File: config.mk
export PLATFORM = sky130hd
export DESIGN_NAME = ttc_lite
export DESIGN_NICKNAME = d
export VERILOG_FILES = /design/src/verilog/ttc_pkg.sv /design/src/verilog/ttc_apb_regs.sv /design/src/verilog/ttc_lite.sv /design/src/verilog/ttc_prescaler.sv /design/src/verilog/ttc_timer_counter.sv
export VERILOG_INCLUDE_DIRS = /design/src /design/src/include
export SDC_FILE = /design/constraint.sdc
export NUM_CORES = 1
export LEC_CHECK = 0
export BUFFER_PORTS_ARGS = -buffer_cell sky130_fd_sc_hd__buf_2
export CAP_MARGIN = 0
export CORE_ASPECT_RATIO = 1.25
export CORE_UTILIZATION = 42
export CTS_CLUSTER_DIAMETER = 40
export DETAILED_ROUTE_END_ITERATION = 12
export MAX_ROUTING_LAYER = met4
export SLEW_MARGIN = 20
export SYNTH_ARGS = -nofsm -noshare
export SYNTH_HDL_FRONTEND = slang
export SYNTH_SLANG_ARGS = --single-unit
File: constraint.sdc
create_clock -name pclk -period 7.22 [get_ports pclk]
set_clock_uncertainty 0.1 [all_clocks]
set_input_delay 0.361 -clock pclk [delete_from_list [all_inputs] [get_ports pclk]]
set_output_delay 0.361 -clock pclk [all_outputs]
set_load 0.01 [all_outputs]
File: src/include/ttc_defs.svh
// Timer counter register map
`ifndef TTC_DEFS_SVH
`define TTC_DEFS_SVH

`define TTC_NUM_TIMERS      3        // Timers and interrupt lines

// ---------------------------------------------------------------------
// Register bases, timer i adds 4*(i-1)
// ---------------------------------------------------------------------
`define TTC_CLK_CTRL_BASE   8'h00
`define TTC_CNTR_CTRL_BASE  8'h0C
`define TTC_CNT_VAL_BASE    8'h18    // Read only
`define TTC_INTERVAL_BASE   8'h24
`define TTC_MATCH1_BASE     8'h30
`define TTC_MATCH2_BASE     8'h3C
`define TTC_MATCH3_BASE     8'h48
`define TTC_INTR_BASE       8'h54    // Clear on read
`define TTC_INTR_EN_BASE    8'h60

`define TTC_CNTR_CTRL_RST   5'h01    // Timer disabled out of reset

// Field widths
`define TTC_CNT_W           16
`define TTC_CLK_CTRL_W      5
`define TTC_CNTR_CTRL_W     5
`define TTC_INTR_W          5

// Clock control fields
`define TTC_CLK_EN          0        // Prescaler enable
`define TTC_CLK_N_LSB       1
`define TTC_CLK_N_MSB       4

// Counter control fields
`define TTC_CTRL_DIS        0
`define TTC_CTRL_INTV       1
`define TTC_CTRL_DOWN       2
`define TTC_CTRL_MATCH      3
`define TTC_CTRL_RST        4        // Self clearing

// Interrupt bits, match k sits at bit k
`define TTC_INTR_INTV       0
`define TTC_INTR_OVF        4

`endif

File: src/verilog/ttc_pkg.sv
// Timer counter types
`include "ttc_defs.svh"

package ttc_pkg;

   typedef logic [7:0]                    apb_addr_t;   // Byte address
   typedef logic [31:0]                   apb_data_t;

   typedef logic [`TTC_CNT_W-1:0]         cnt_t;        // Count, interval, match
   typedef logic [`TTC_CLK_CTRL_W-1:0]    clk_ctrl_t;   // {N, enable}
   typedef logic [`TTC_CNTR_CTRL_W-1:0]   cntr_ctrl_t;
   typedef logic [`TTC_INTR_W-1:0]        intr_t;       // {ovf, m3, m2, m1, intv}

   // Counting or held
   typedef enum logic {
      CNT_IDLE,
      CNT_RUN
   } cnt_state_e;

endpackage

File: src/verilog/ttc_apb_regs.sv
// APB register interface
`timescale 1ns/1ps
`include "ttc_defs.svh"

module ttc_apb_regs (
   input  logic                     pclk,
   input  logic                     arst_n,
   input  logic                     psel,
   input  logic                     penable,
   input  logic                     pwrite,
   input  ttc_pkg::apb_addr_t       paddr,
   // Register values from the timers
   input  ttc_pkg::clk_ctrl_t       clk_ctrl_1, clk_ctrl_2, clk_ctrl_3,
   input  ttc_pkg::cntr_ctrl_t      cntr_ctrl_1, cntr_ctrl_2, cntr_ctrl_3,
   input  ttc_pkg::cnt_t            counter_val_1, counter_val_2, counter_val_3,
   input  ttc_pkg::cnt_t            interval_1, interval_2, interval_3,
   input  ttc_pkg::cnt_t            match_1_1, match_1_2, match_1_3,
   input  ttc_pkg::cnt_t            match_2_1, match_2_2, match_2_3,
   input  ttc_pkg::cnt_t            match_3_1, match_3_2, match_3_3,
   input  ttc_pkg::intr_t           intr_reg_1, intr_reg_2, intr_reg_3,
   input  ttc_pkg::intr_t           intr_en_1, intr_en_2, intr_en_3,
   output ttc_pkg::apb_data_t       prdata,
   // Strobes indexed by timer
   output logic [`TTC_NUM_TIMERS:1] clk_ctrl_sel,
   output logic [`TTC_NUM_TIMERS:1] cntr_ctrl_sel,
   output logic [`TTC_NUM_TIMERS:1] interval_sel,
   output logic [`TTC_NUM_TIMERS:1] match_1_sel,
   output logic [`TTC_NUM_TIMERS:1] match_2_sel,
   output logic [`TTC_NUM_TIMERS:1] match_3_sel,
   output logic [`TTC_NUM_TIMERS:1] intr_en_sel,
   output logic [`TTC_NUM_TIMERS:1] clear_intr
);

   ttc_pkg::apb_data_t rd_mux;
   logic               wr_acc;     // Write access phase
   logic               rd_acc;     // Read access phase
   logic               rd_setup;   // Read setup phase

   assign wr_acc   = psel && penable && pwrite;
   assign rd_acc   = psel && penable && !pwrite;
   assign rd_setup = psel && !penable && !pwrite;

   // ---------------------------------------------------------------------
   // Write and clear strobes
   // ---------------------------------------------------------------------
   always_comb begin
      ttc_pkg::apb_addr_t tmr_off;
      for (int i = 1; i <= `TTC_NUM_TIMERS; i++) begin
         tmr_off          = ttc_pkg::apb_addr_t'((i - 1) << 2);   // 4 bytes per timer
         clk_ctrl_sel[i]  = wr_acc && (paddr == `TTC_CLK_CTRL_BASE + tmr_off);
         cntr_ctrl_sel[i] = wr_acc && (paddr == `TTC_CNTR_CTRL_BASE + tmr_off);
         interval_sel[i]  = wr_acc && (paddr == `TTC_INTERVAL_BASE + tmr_off);
         match_1_sel[i]   = wr_acc && (paddr == `TTC_MATCH1_BASE + tmr_off);
         match_2_sel[i]   = wr_acc && (paddr == `TTC_MATCH2_BASE + tmr_off);
         match_3_sel[i]   = wr_acc && (paddr == `TTC_MATCH3_BASE + tmr_off);
         intr_en_sel[i]   = wr_acc && (paddr == `TTC_INTR_EN_BASE + tmr_off);
         clear_intr[i]    = rd_acc && (paddr == `TTC_INTR_BASE + tmr_off);
      end
   end

   // ---------------------------------------------------------------------
   // Read data mux
   // ---------------------------------------------------------------------
   always_comb begin
      rd_mux = '0;                                       // Unmapped reads 0
      case (paddr)
         `TTC_CLK_CTRL_BASE:           rd_mux = 32'(clk_ctrl_1);
         `TTC_CLK_CTRL_BASE + 8'h04:   rd_mux = 32'(clk_ctrl_2);
         `TTC_CLK_CTRL_BASE + 8'h08:   rd_mux = 32'(clk_ctrl_3);
         `TTC_CNTR_CTRL_BASE:          rd_mux = 32'(cntr_ctrl_1);
         `TTC_CNTR_CTRL_BASE + 8'h04:  rd_mux = 32'(cntr_ctrl_2);
         `TTC_CNTR_CTRL_BASE + 8'h08:  rd_mux = 32'(cntr_ctrl_3);
         `TTC_CNT_VAL_BASE:            rd_mux = 32'(counter_val_1);
         `TTC_CNT_VAL_BASE + 8'h04:    rd_mux = 32'(counter_val_2);
         `TTC_CNT_VAL_BASE + 8'h08:    rd_mux = 32'(counter_val_3);
         `TTC_INTERVAL_BASE:           rd_mux = 32'(interval_1);
         `TTC_INTERVAL_BASE + 8'h04:   rd_mux = 32'(interval_2);
         `TTC_INTERVAL_BASE + 8'h08:   rd_mux = 32'(interval_3);
         `TTC_MATCH1_BASE:             rd_mux = 32'(match_1_1);
         `TTC_MATCH1_BASE + 8'h04:     rd_mux = 32'(match_1_2);
         `TTC_MATCH1_BASE + 8'h08:     rd_mux = 32'(match_1_3);
         `TTC_MATCH2_BASE:             rd_mux = 32'(match_2_1);
         `TTC_MATCH2_BASE + 8'h04:     rd_mux = 32'(match_2_2);
         `TTC_MATCH2_BASE + 8'h08:     rd_mux = 32'(match_2_3);
         `TTC_MATCH3_BASE:             rd_mux = 32'(match_3_1);
         `TTC_MATCH3_BASE + 8'h04:     rd_mux = 32'(match_3_2);
         `TTC_MATCH3_BASE + 8'h08:     rd_mux = 32'(match_3_3);
         `TTC_INTR_BASE:               rd_mux = 32'(intr_reg_1);
         `TTC_INTR_BASE + 8'h04:       rd_mux = 32'(intr_reg_2);
         `TTC_INTR_BASE + 8'h08:       rd_mux = 32'(intr_reg_3);
         `TTC_INTR_EN_BASE:            rd_mux = 32'(intr_en_1);
         `TTC_INTR_EN_BASE + 8'h04:    rd_mux = 32'(intr_en_2);
         `TTC_INTR_EN_BASE + 8'h08:    rd_mux = 32'(intr_en_3);
         default:                      rd_mux = '0;
      endcase
   end

   // Sampled in setup, valid through access
   always_ff @(posedge pclk or negedge arst_n) begin
      if (!arst_n)
         prdata <= '0;
      else if (rd_setup)
         prdata <= rd_mux;   // Interrupt value before its clear
   end

   // One register touched per access across all timers
   a_one_strobe : assert property (@(posedge pclk) disable iff (!arst_n)
      $onehot0({clk_ctrl_sel, cntr_ctrl_sel, interval_sel, match_1_sel,
                match_2_sel, match_3_sel, intr_en_sel, clear_intr}));

endmodule

File: src/verilog/ttc_lite.sv
// Triple timer counter top
`timescale 1ns/1ps
`include "ttc_defs.svh"

module ttc_lite (
   input  logic                     pclk,
   input  logic                     arst_n,
   input  logic                     psel,
   input  logic                     penable,
   input  logic                     pwrite,
   input  ttc_pkg::apb_addr_t       paddr,
   input  ttc_pkg::apb_data_t       pwdata,
   output ttc_pkg::apb_data_t       prdata,
   output logic [`TTC_NUM_TIMERS:1] interrupt   // One line per timer
);

   // ---------------------------------------------------------------------
   // Per timer register values
   // ---------------------------------------------------------------------
   ttc_pkg::clk_ctrl_t  clk_ctrl  [1:`TTC_NUM_TIMERS];
   ttc_pkg::cntr_ctrl_t cntr_ctrl [1:`TTC_NUM_TIMERS];
   ttc_pkg::cnt_t       cnt_val   [1:`TTC_NUM_TIMERS];   // Live count
   ttc_pkg::cnt_t       interval  [1:`TTC_NUM_TIMERS];
   ttc_pkg::cnt_t       match_1   [1:`TTC_NUM_TIMERS];
   ttc_pkg::cnt_t       match_2   [1:`TTC_NUM_TIMERS];
   ttc_pkg::cnt_t       match_3   [1:`TTC_NUM_TIMERS];
   ttc_pkg::intr_t      intr_reg  [1:`TTC_NUM_TIMERS];
   ttc_pkg::intr_t      intr_en   [1:`TTC_NUM_TIMERS];

   // Strobes, bit i for timer i
   logic [`TTC_NUM_TIMERS:1] clk_ctrl_sel;
   logic [`TTC_NUM_TIMERS:1] cntr_ctrl_sel;
   logic [`TTC_NUM_TIMERS:1] interval_sel;
   logic [`TTC_NUM_TIMERS:1] match_1_sel;
   logic [`TTC_NUM_TIMERS:1] match_2_sel;
   logic [`TTC_NUM_TIMERS:1] match_3_sel;
   logic [`TTC_NUM_TIMERS:1] intr_en_sel;
   logic [`TTC_NUM_TIMERS:1] clear_intr;

   ttc_apb_regs u_apb_regs (
      .pclk(pclk), .arst_n(arst_n), .psel(psel), .penable(penable), .pwrite(pwrite),
      .paddr(paddr),
      .clk_ctrl_1 (clk_ctrl[1]),  .clk_ctrl_2 (clk_ctrl[2]),  .clk_ctrl_3 (clk_ctrl[3]),
      .cntr_ctrl_1(cntr_ctrl[1]), .cntr_ctrl_2(cntr_ctrl[2]), .cntr_ctrl_3(cntr_ctrl[3]),
      .counter_val_1(cnt_val[1]), .counter_val_2(cnt_val[2]), .counter_val_3(cnt_val[3]),
      .interval_1 (interval[1]),  .interval_2 (interval[2]),  .interval_3 (interval[3]),
      .match_1_1  (match_1[1]),   .match_1_2  (match_1[2]),   .match_1_3  (match_1[3]),
      .match_2_1  (match_2[1]),   .match_2_2  (match_2[2]),   .match_2_3  (match_2[3]),
      .match_3_1  (match_3[1]),   .match_3_2  (match_3[2]),   .match_3_3  (match_3[3]),
      .intr_reg_1 (intr_reg[1]),  .intr_reg_2 (intr_reg[2]),  .intr_reg_3 (intr_reg[3]),
      .intr_en_1  (intr_en[1]),   .intr_en_2  (intr_en[2]),   .intr_en_3  (intr_en[3]),
      .prdata       (prdata),
      .clk_ctrl_sel (clk_ctrl_sel),
      .cntr_ctrl_sel(cntr_ctrl_sel),
      .interval_sel (interval_sel),
      .match_1_sel  (match_1_sel),
      .match_2_sel  (match_2_sel),
      .match_3_sel  (match_3_sel),
      .intr_en_sel  (intr_en_sel),
      .clear_intr   (clear_intr)
   );

   // ---------------------------------------------------------------------
   // Three identical timers
   // ---------------------------------------------------------------------
   for (genvar i = 1; i <= `TTC_NUM_TIMERS; i++) begin : g_timer
      ttc_timer_counter u_timer (
         .pclk         (pclk),
         .arst_n       (arst_n),
         .pwdata       (pwdata[15:0]),      // Registers are 16 bits at most
         .clk_ctrl_sel (clk_ctrl_sel[i]),
         .cntr_ctrl_sel(cntr_ctrl_sel[i]),
         .interval_sel (interval_sel[i]),
         .match_sel    ({match_3_sel[i], match_2_sel[i], match_1_sel[i]}),
         .intr_en_sel  (intr_en_sel[i]),
         .clear_intr   (clear_intr[i]),
         .clk_ctrl     (clk_ctrl[i]),
         .cntr_ctrl    (cntr_ctrl[i]),
         .counter_val  (cnt_val[i]),
         .interval     (interval[i]),
         .match_1      (match_1[i]),
         .match_2      (match_2[i]),
         .match_3      (match_3[i]),
         .intr_reg     (intr_reg[i]),
         .intr_en      (intr_en[i]),
         .interrupt    (interrupt[i])
      );
   end

endmodule

File: src/verilog/ttc_prescaler.sv
// Count tick prescaler
`timescale 1ns/1ps
`include "ttc_defs.svh"

module ttc_prescaler (
   input  logic               pclk,
   input  logic               arst_n,
   input  ttc_pkg::clk_ctrl_t clk_ctrl,
   input  logic               restart,   // Clock control written
   output logic               tick
);

   logic [`TTC_CNT_W-1:0] div_cnt;       // Free running divider
   logic [`TTC_CNT_W-1:0] div_mask;      // Low N+1 bits set
   logic [3:0]            div_n;

   assign div_n = clk_ctrl[`TTC_CLK_N_MSB:`TTC_CLK_N_LSB];

   // N=15 shifts all ones out, mask ends up 0xFFFF
   assign div_mask = ~({`TTC_CNT_W{1'b1}} << ({1'b0, div_n} + 5'd1));

   always_ff @(posedge pclk or negedge arst_n) begin
      if (!arst_n) begin
         div_cnt <= '0;
      end else if (restart) begin
         div_cnt <= '0;                  // Restart period on write
      end else begin
         div_cnt <= div_cnt + 1'b1;
      end
   end

   // Bypass gives a tick every cycle
   assign tick = !clk_ctrl[`TTC_CLK_EN] || ((div_cnt & div_mask) == div_mask);

endmodule

File: src/verilog/ttc_timer_counter.sv
// Single timer counter
`timescale 1ns/1ps
`include "ttc_defs.svh"

module ttc_timer_counter (
   input  logic                pclk,
   input  logic                arst_n,
   input  ttc_pkg::cnt_t       pwdata,
   input  logic                clk_ctrl_sel,
   input  logic                cntr_ctrl_sel,
   input  logic                interval_sel,
   input  logic [3:1]          match_sel,
   input  logic                intr_en_sel,
   input  logic                clear_intr,     // Interrupt register read
   output ttc_pkg::clk_ctrl_t  clk_ctrl,
   output ttc_pkg::cntr_ctrl_t cntr_ctrl,
   output ttc_pkg::cnt_t       counter_val,
   output ttc_pkg::cnt_t       interval,
   output ttc_pkg::cnt_t       match_1,
   output ttc_pkg::cnt_t       match_2,
   output ttc_pkg::cnt_t       match_3,
   output ttc_pkg::intr_t      intr_reg,
   output ttc_pkg::intr_t      intr_en,
   output logic                interrupt
);

   ttc_pkg::cnt_state_e cnt_state;
   ttc_pkg::cnt_t       cnt_next;
   ttc_pkg::intr_t      intr_evt;       // Events this cycle
   logic                tick;
   logic                step;           // Tick while running
   logic                cnt_rst;        // Counter reset write

   ttc_prescaler u_prescaler (
      .pclk    (pclk),
      .arst_n  (arst_n),
      .clk_ctrl(clk_ctrl),
      .restart (clk_ctrl_sel),
      .tick    (tick)
   );

   assign cnt_state = cntr_ctrl[`TTC_CTRL_DIS] ? ttc_pkg::CNT_IDLE : ttc_pkg::CNT_RUN;
   assign step      = tick && (cnt_state == ttc_pkg::CNT_RUN);
   assign cnt_rst   = cntr_ctrl_sel && pwdata[`TTC_CTRL_RST];

   // ---------------------------------------------------------------------
   // Software registers
   // ---------------------------------------------------------------------
   always_ff @(posedge pclk or negedge arst_n) begin
      if (!arst_n) begin
         clk_ctrl  <= '0;
         cntr_ctrl <= `TTC_CNTR_CTRL_RST;
         interval  <= '0;
         match_1   <= '0;
         match_2   <= '0;
         match_3   <= '0;
         intr_en   <= '0;
      end else begin
         if (clk_ctrl_sel)
            clk_ctrl <= pwdata[`TTC_CLK_CTRL_W-1:0];
         if (cntr_ctrl_sel) begin
            cntr_ctrl                <= pwdata[`TTC_CNTR_CTRL_W-1:0];
            cntr_ctrl[`TTC_CTRL_RST] <= 1'b0;      // Never stored
         end
         if (interval_sel)
            interval <= pwdata;
         if (match_sel[1])
            match_1 <= pwdata;
         if (match_sel[2])
            match_2 <= pwdata;
         if (match_sel[3])
            match_3 <= pwdata;
         if (intr_en_sel)
            intr_en <= pwdata[`TTC_INTR_W-1:0];
      end
   end

   // ---------------------------------------------------------------------
   // Next count and interrupt events
   // ---------------------------------------------------------------------
   always_comb begin
      cnt_next = counter_val;
      intr_evt = '0;
      if (step) begin
         if (!cntr_ctrl[`TTC_CTRL_DOWN]) begin
            if (cntr_ctrl[`TTC_CTRL_INTV] && (counter_val == interval)) begin
               cnt_next                = '0;          // Interval reached
               intr_evt[`TTC_INTR_INTV] = 1'b1;
            end else begin
               cnt_next = counter_val + 1'b1;         // Wraps at top
               if (!cntr_ctrl[`TTC_CTRL_INTV] && (counter_val == '1))
                  intr_evt[`TTC_INTR_OVF] = 1'b1;
            end
         end else if (counter_val == '0) begin
            if (cntr_ctrl[`TTC_CTRL_INTV]) begin
               cnt_next                 = interval;   // Reload
               intr_evt[`TTC_INTR_INTV] = 1'b1;
            end else begin
               cnt_next                = '1;
               intr_evt[`TTC_INTR_OVF] = 1'b1;       // Underflow
            end
         end else begin
            cnt_next = counter_val - 1'b1;
         end

         // Match compares the value before this tick
         if (cntr_ctrl[`TTC_CTRL_MATCH]) begin
            intr_evt[1] = (counter_val == match_1);
            intr_evt[2] = (counter_val == match_2);
            intr_evt[3] = (counter_val == match_3);
         end
      end
   end

   always_ff @(posedge pclk or negedge arst_n) begin
      if (!arst_n) begin
         counter_val <= '0;
         intr_reg    <= '0;
      end else begin
         if (cnt_rst)
            counter_val <= pwdata[`TTC_CTRL_DOWN] ? interval : '0;
         else
            counter_val <= cnt_next;
         // New events win over a clear
         intr_reg <= (clear_intr ? '0 : intr_reg) | intr_evt;
      end
   end

   assign interrupt = |(intr_reg & intr_en);  // Masked sticky bits

   // Disabled counter only moves on a counter reset write
   a_idle_hold : assert property (@(posedge pclk) disable iff (!arst_n)
      (cnt_state == ttc_pkg::CNT_IDLE) && !cnt_rst |=> $stable(counter_val));

   a_rst_clear : assert property (@(posedge pclk) disable iff (!arst_n)
      !cntr_ctrl[`TTC_CTRL_RST]);

endmodule
==> flow_metrics.tcl <==
set metrics [dict create \
    drtIter0Drc 2145 \
    cp_slowest_cell "dfrtp_1" \
    core-area_sq_um 51400 \
    layout_common_cells "358 x dfrtp_1, 231 x mux2_2, 153 x nand2_1, 153 x nor2_1, 148 x xor2_1" \
    io_pins 80 \
    synthTopCellsByArea "dfrtp_1 41%, mux2_2 12%, xor2_1 5.9%" \
    slowest_delay_ps 480 \
    fp.dieW_um 206 \
    hold_viol_final 0 \
    cts_hold_buf 1 \
    r2r_cells 11 \
    slew_headroom_pct 28.3 \
    p_seq_share_pct 40.3 \
    synthXorXnorAreaFrac_pct 11.1 \
    place.gp.congestion 0.998 \
    synth.yosys.seq_area_share_pct 41.4 \
    ant_nets 0 \
    crit_chain "ha_1 -> ha_1 -> inv_1 -> o21ai_0 -> a221oi_1 -> nor2_1 -> o41ai_1 -> buf_4 -> nand2_1 -> nand2_1 -> a32oi_1" \
    dp.cells 2806 \
    final.setup.tns_ps 0 \
    start_kind "register" \
    clock_latency_ps 620 \
    grt_pass1_vias 18264 \
    drc_errors 0 \
    p_sw_share_pct 34.5 \
    fmax_mhz 284 \
    die_area_sq_um 52900 \
    antenna_found_initial 2 \
    drt_first_pass_iters 7 \
    hold_path_class "in2reg" \
    port_buffers 47 \
    combinationalPowerShare_pct 18.5 \
    syn-instance-count 2222 \
    critPathRequiredTime_ps 7590 \
    clk_pin_slew_ps 60 \
    cts.sinks 361 \
    totalWireLength_mm 77.9 \
    pwr-share-clk_pct 41.2 \
    setup.worst_path.end "g_timer[2].u_timer.counter_val[3]" \
    final_nets 2263 \
    yosys_warnings 0 \
    synth-simple-area-share_pct 14.7 \
    tritoncts "built" \
    critPathLaunch "g_timer[2].u_timer.clk_ctrl[2]" \
    instances_no_fill 2915 \
    post-cts-setup-buffers 0 \
    synth_top_family_by_area "compound AO/OA/AOI/OAI gates" \
    wl_per_cell_um 26.7 \
    numCtsBuffers 56 \
    reg2reg_from "g_timer[2].u_timer.clk_ctrl[2]" \
    overflow 0 \
    synth_seq_cells 361 \
    async_flop_share_pct 100 \
    end_kind "register" \
    fillCellCount 4788 \
    crit_path_max_fanout 14 \
    status "finished, final reports clean" \
    fin_crit_ps 3530 \
    power.density_nw_per_um2 283 \
    layout_commonest_cell "dfrtp_1" \
    synth_compound_area_share_pct 15.4 \
    synth_mux_area_share_pct 12.1 \
    grt_max_degree 143 \
    rows 93 \
    yosysTopAreaCellShare_pct 41.1 \
    report.final.slew_viol_count 0 \
    htreeDepth 2 \
    syn2layout_area_growth_pct 12.1 \
    worstPathArrival_ps 3900 \
    fin_crit_sh_pct 48.8 \
    clockBufferDepth 3 \
    start_util_pct 42.4 \
    yosysUniqueCellTypes 84 \
    grt_usage_pct 30.7 \
    rr_endpoint "g_timer[2].u_timer.counter_val[3]" \
    synthAdderAreaFrac_pct 1.03 \
    vias 18658 \
    grt_first_pass_wirelength_mm 118 \
    drive_gt1_share_pct 19.4 \
    synth_top_cell_by_area "dfrtp_1" \
    intPower_mw 4.53 \
    crit_type "reg2reg" \
    root_buffer "clkbuf_16" \
    netlist_area_sq_um 21800 \
    drv_cap 0 \
    p_sw_mw 2.39 \
    synth-edff-count 0 \
    cts_resized 0 \
    post-dp-hpwl_mm 55.8 \
    ys.flop_type "dfrtp_1" \
    rsz0062_at_grt "false" \
    peakVddDrop_mv 0.158 \
    die_h_um 257 \
    synth_area_per_cell_sq_um 9.82 \
    regToRegSetupSlack_ps 3690 \
    avgViaCountPerCell 6.40 \
    setup-violations-final 0 \
    tightest_slew_ps 1070 \
    leakage_nw 11.0 \
]
-- layout make-up --
| cell class | count | area [sq um] | share of cell area (%) |
|---|---|---|---|
| well taps | 665 | 832 | 3.40 |
| clock inverters | 40 | 484 | 1.98 |
| inverters | 43 | 161 | 0.660 |
| multi-input cells | 1662 | 11900 | 48.9 |
| diodes | 3 | 7.51 | 0.0307 |
| flip-flops and latches | 361 | 9040 | 37.0 |
| repair buffers | 76 | 490 | 2.01 |
| clock buffers | 65 | 1490 | 6.08 |
-- power groups by stage --
stage	clock (mW)	combinational (mW)	sequential, mW
3_3_place_gp	0	1.24	2.79
3_5_place_dp	0	1.26	2.80
5_1_grt	2.98	1.41	2.81
4_1_cts	2.89	1.27	2.76
2_1_floorplan	0	1.21	2.37
6_report	2.85	1.28	2.78
-- stage by stage --
| stage | util [%] | hold slack [ps] | instance area, sq um | worst slack [ps] | total power, mW |
|---|---|---|---|---|---|
| after floorplan | - | -34.6 | 21900 | 4430 | 3.58 |
| after global placement | 43.7 | 355 | 22500 | 3450 | 4.03 |
| after detailed placement | 43.7 | 355 | 22500 | 3390 | 4.06 |
| after CTS | 47.5 | 111 | 24400 | 3750 | 6.92 |
| after global routing | 47.5 | 142 | 24400 | 3420 | 7.20 |
| final | 47.5 | 140 | 24400 | 3690 | 6.91 |
-- kinds of logic after synthesis --
| family | count (synthesis) |
|---|---|
| AND/OR/NAND/NOR | 644 |
| AO/OA/AOI/OAI | 473 |
| buffers and inverters | 214 |
| flip-flops | 361 |
| XOR/XNOR | 277 |
| adder cells (fa/ha/maj) | 18 |
| other | 1 |
| multiplexers | 234 |
-- worst min-delay path by stage --
stage               slack (ps)  cells after the start                 start                              to
global route               140                      2            pwdata[11]  g_timer[2].u_timer.match_1[11]
floorplan                  -30                      0                arst_n  g_timer[1].u_timer.clk_ctrl[0]
CTS                        110                      2             pwdata[7]  g_timer[2].u_timer.interval[7]
detailed placement         350                      2  u_apb_regs.prdata[4]            u_apb_regs.prdata[4]
global placement           350                      2  u_apb_regs.prdata[1]            u_apb_regs.prdata[1]
finish                     140                      2             pwdata[7]  g_timer[2].u_timer.interval[7]
-- layer usage --
metal  up-vias  track usage (%)  wire (um)
met4         0             15.8       4720
met2       946             46.9      36200
met5         -                -          0
met3       263             5.68       6080
met1      9322             38.4      30900
li1       8127                -          -
-- critical path: cells and delay by family (launching register included) --
kind	cells	cell delay, ps
compound gates	4	930
fa+ha+maj	2	600
buf+inv	2	360
flops	1	480
simple gates	3	920
-- synth_stat cells (10+ instances only) --
cell        n
or3_1      12
nand2_1   153
nor3_1     29
buf_1      28
a22oi_1    67
inv_1      43
mux2_2    231
nand4_1    59
o22ai_1    22
ha_1       18
a222oi_1   18
a31oi_1    10
nor2_1    156
o21ai_0    88
o31ai_1    12
and3_1     37
clkbuf_1  105
nand3_1    83
a221oi_1   36
buf_2      16
nor4_1     47
xnor2_1   129
xor2_1    148
a21oi_1    77
dfrtp_1   358
a22o_1     49
buf_4      20
No activity file was read; power rests on OpenSTA's default activity.
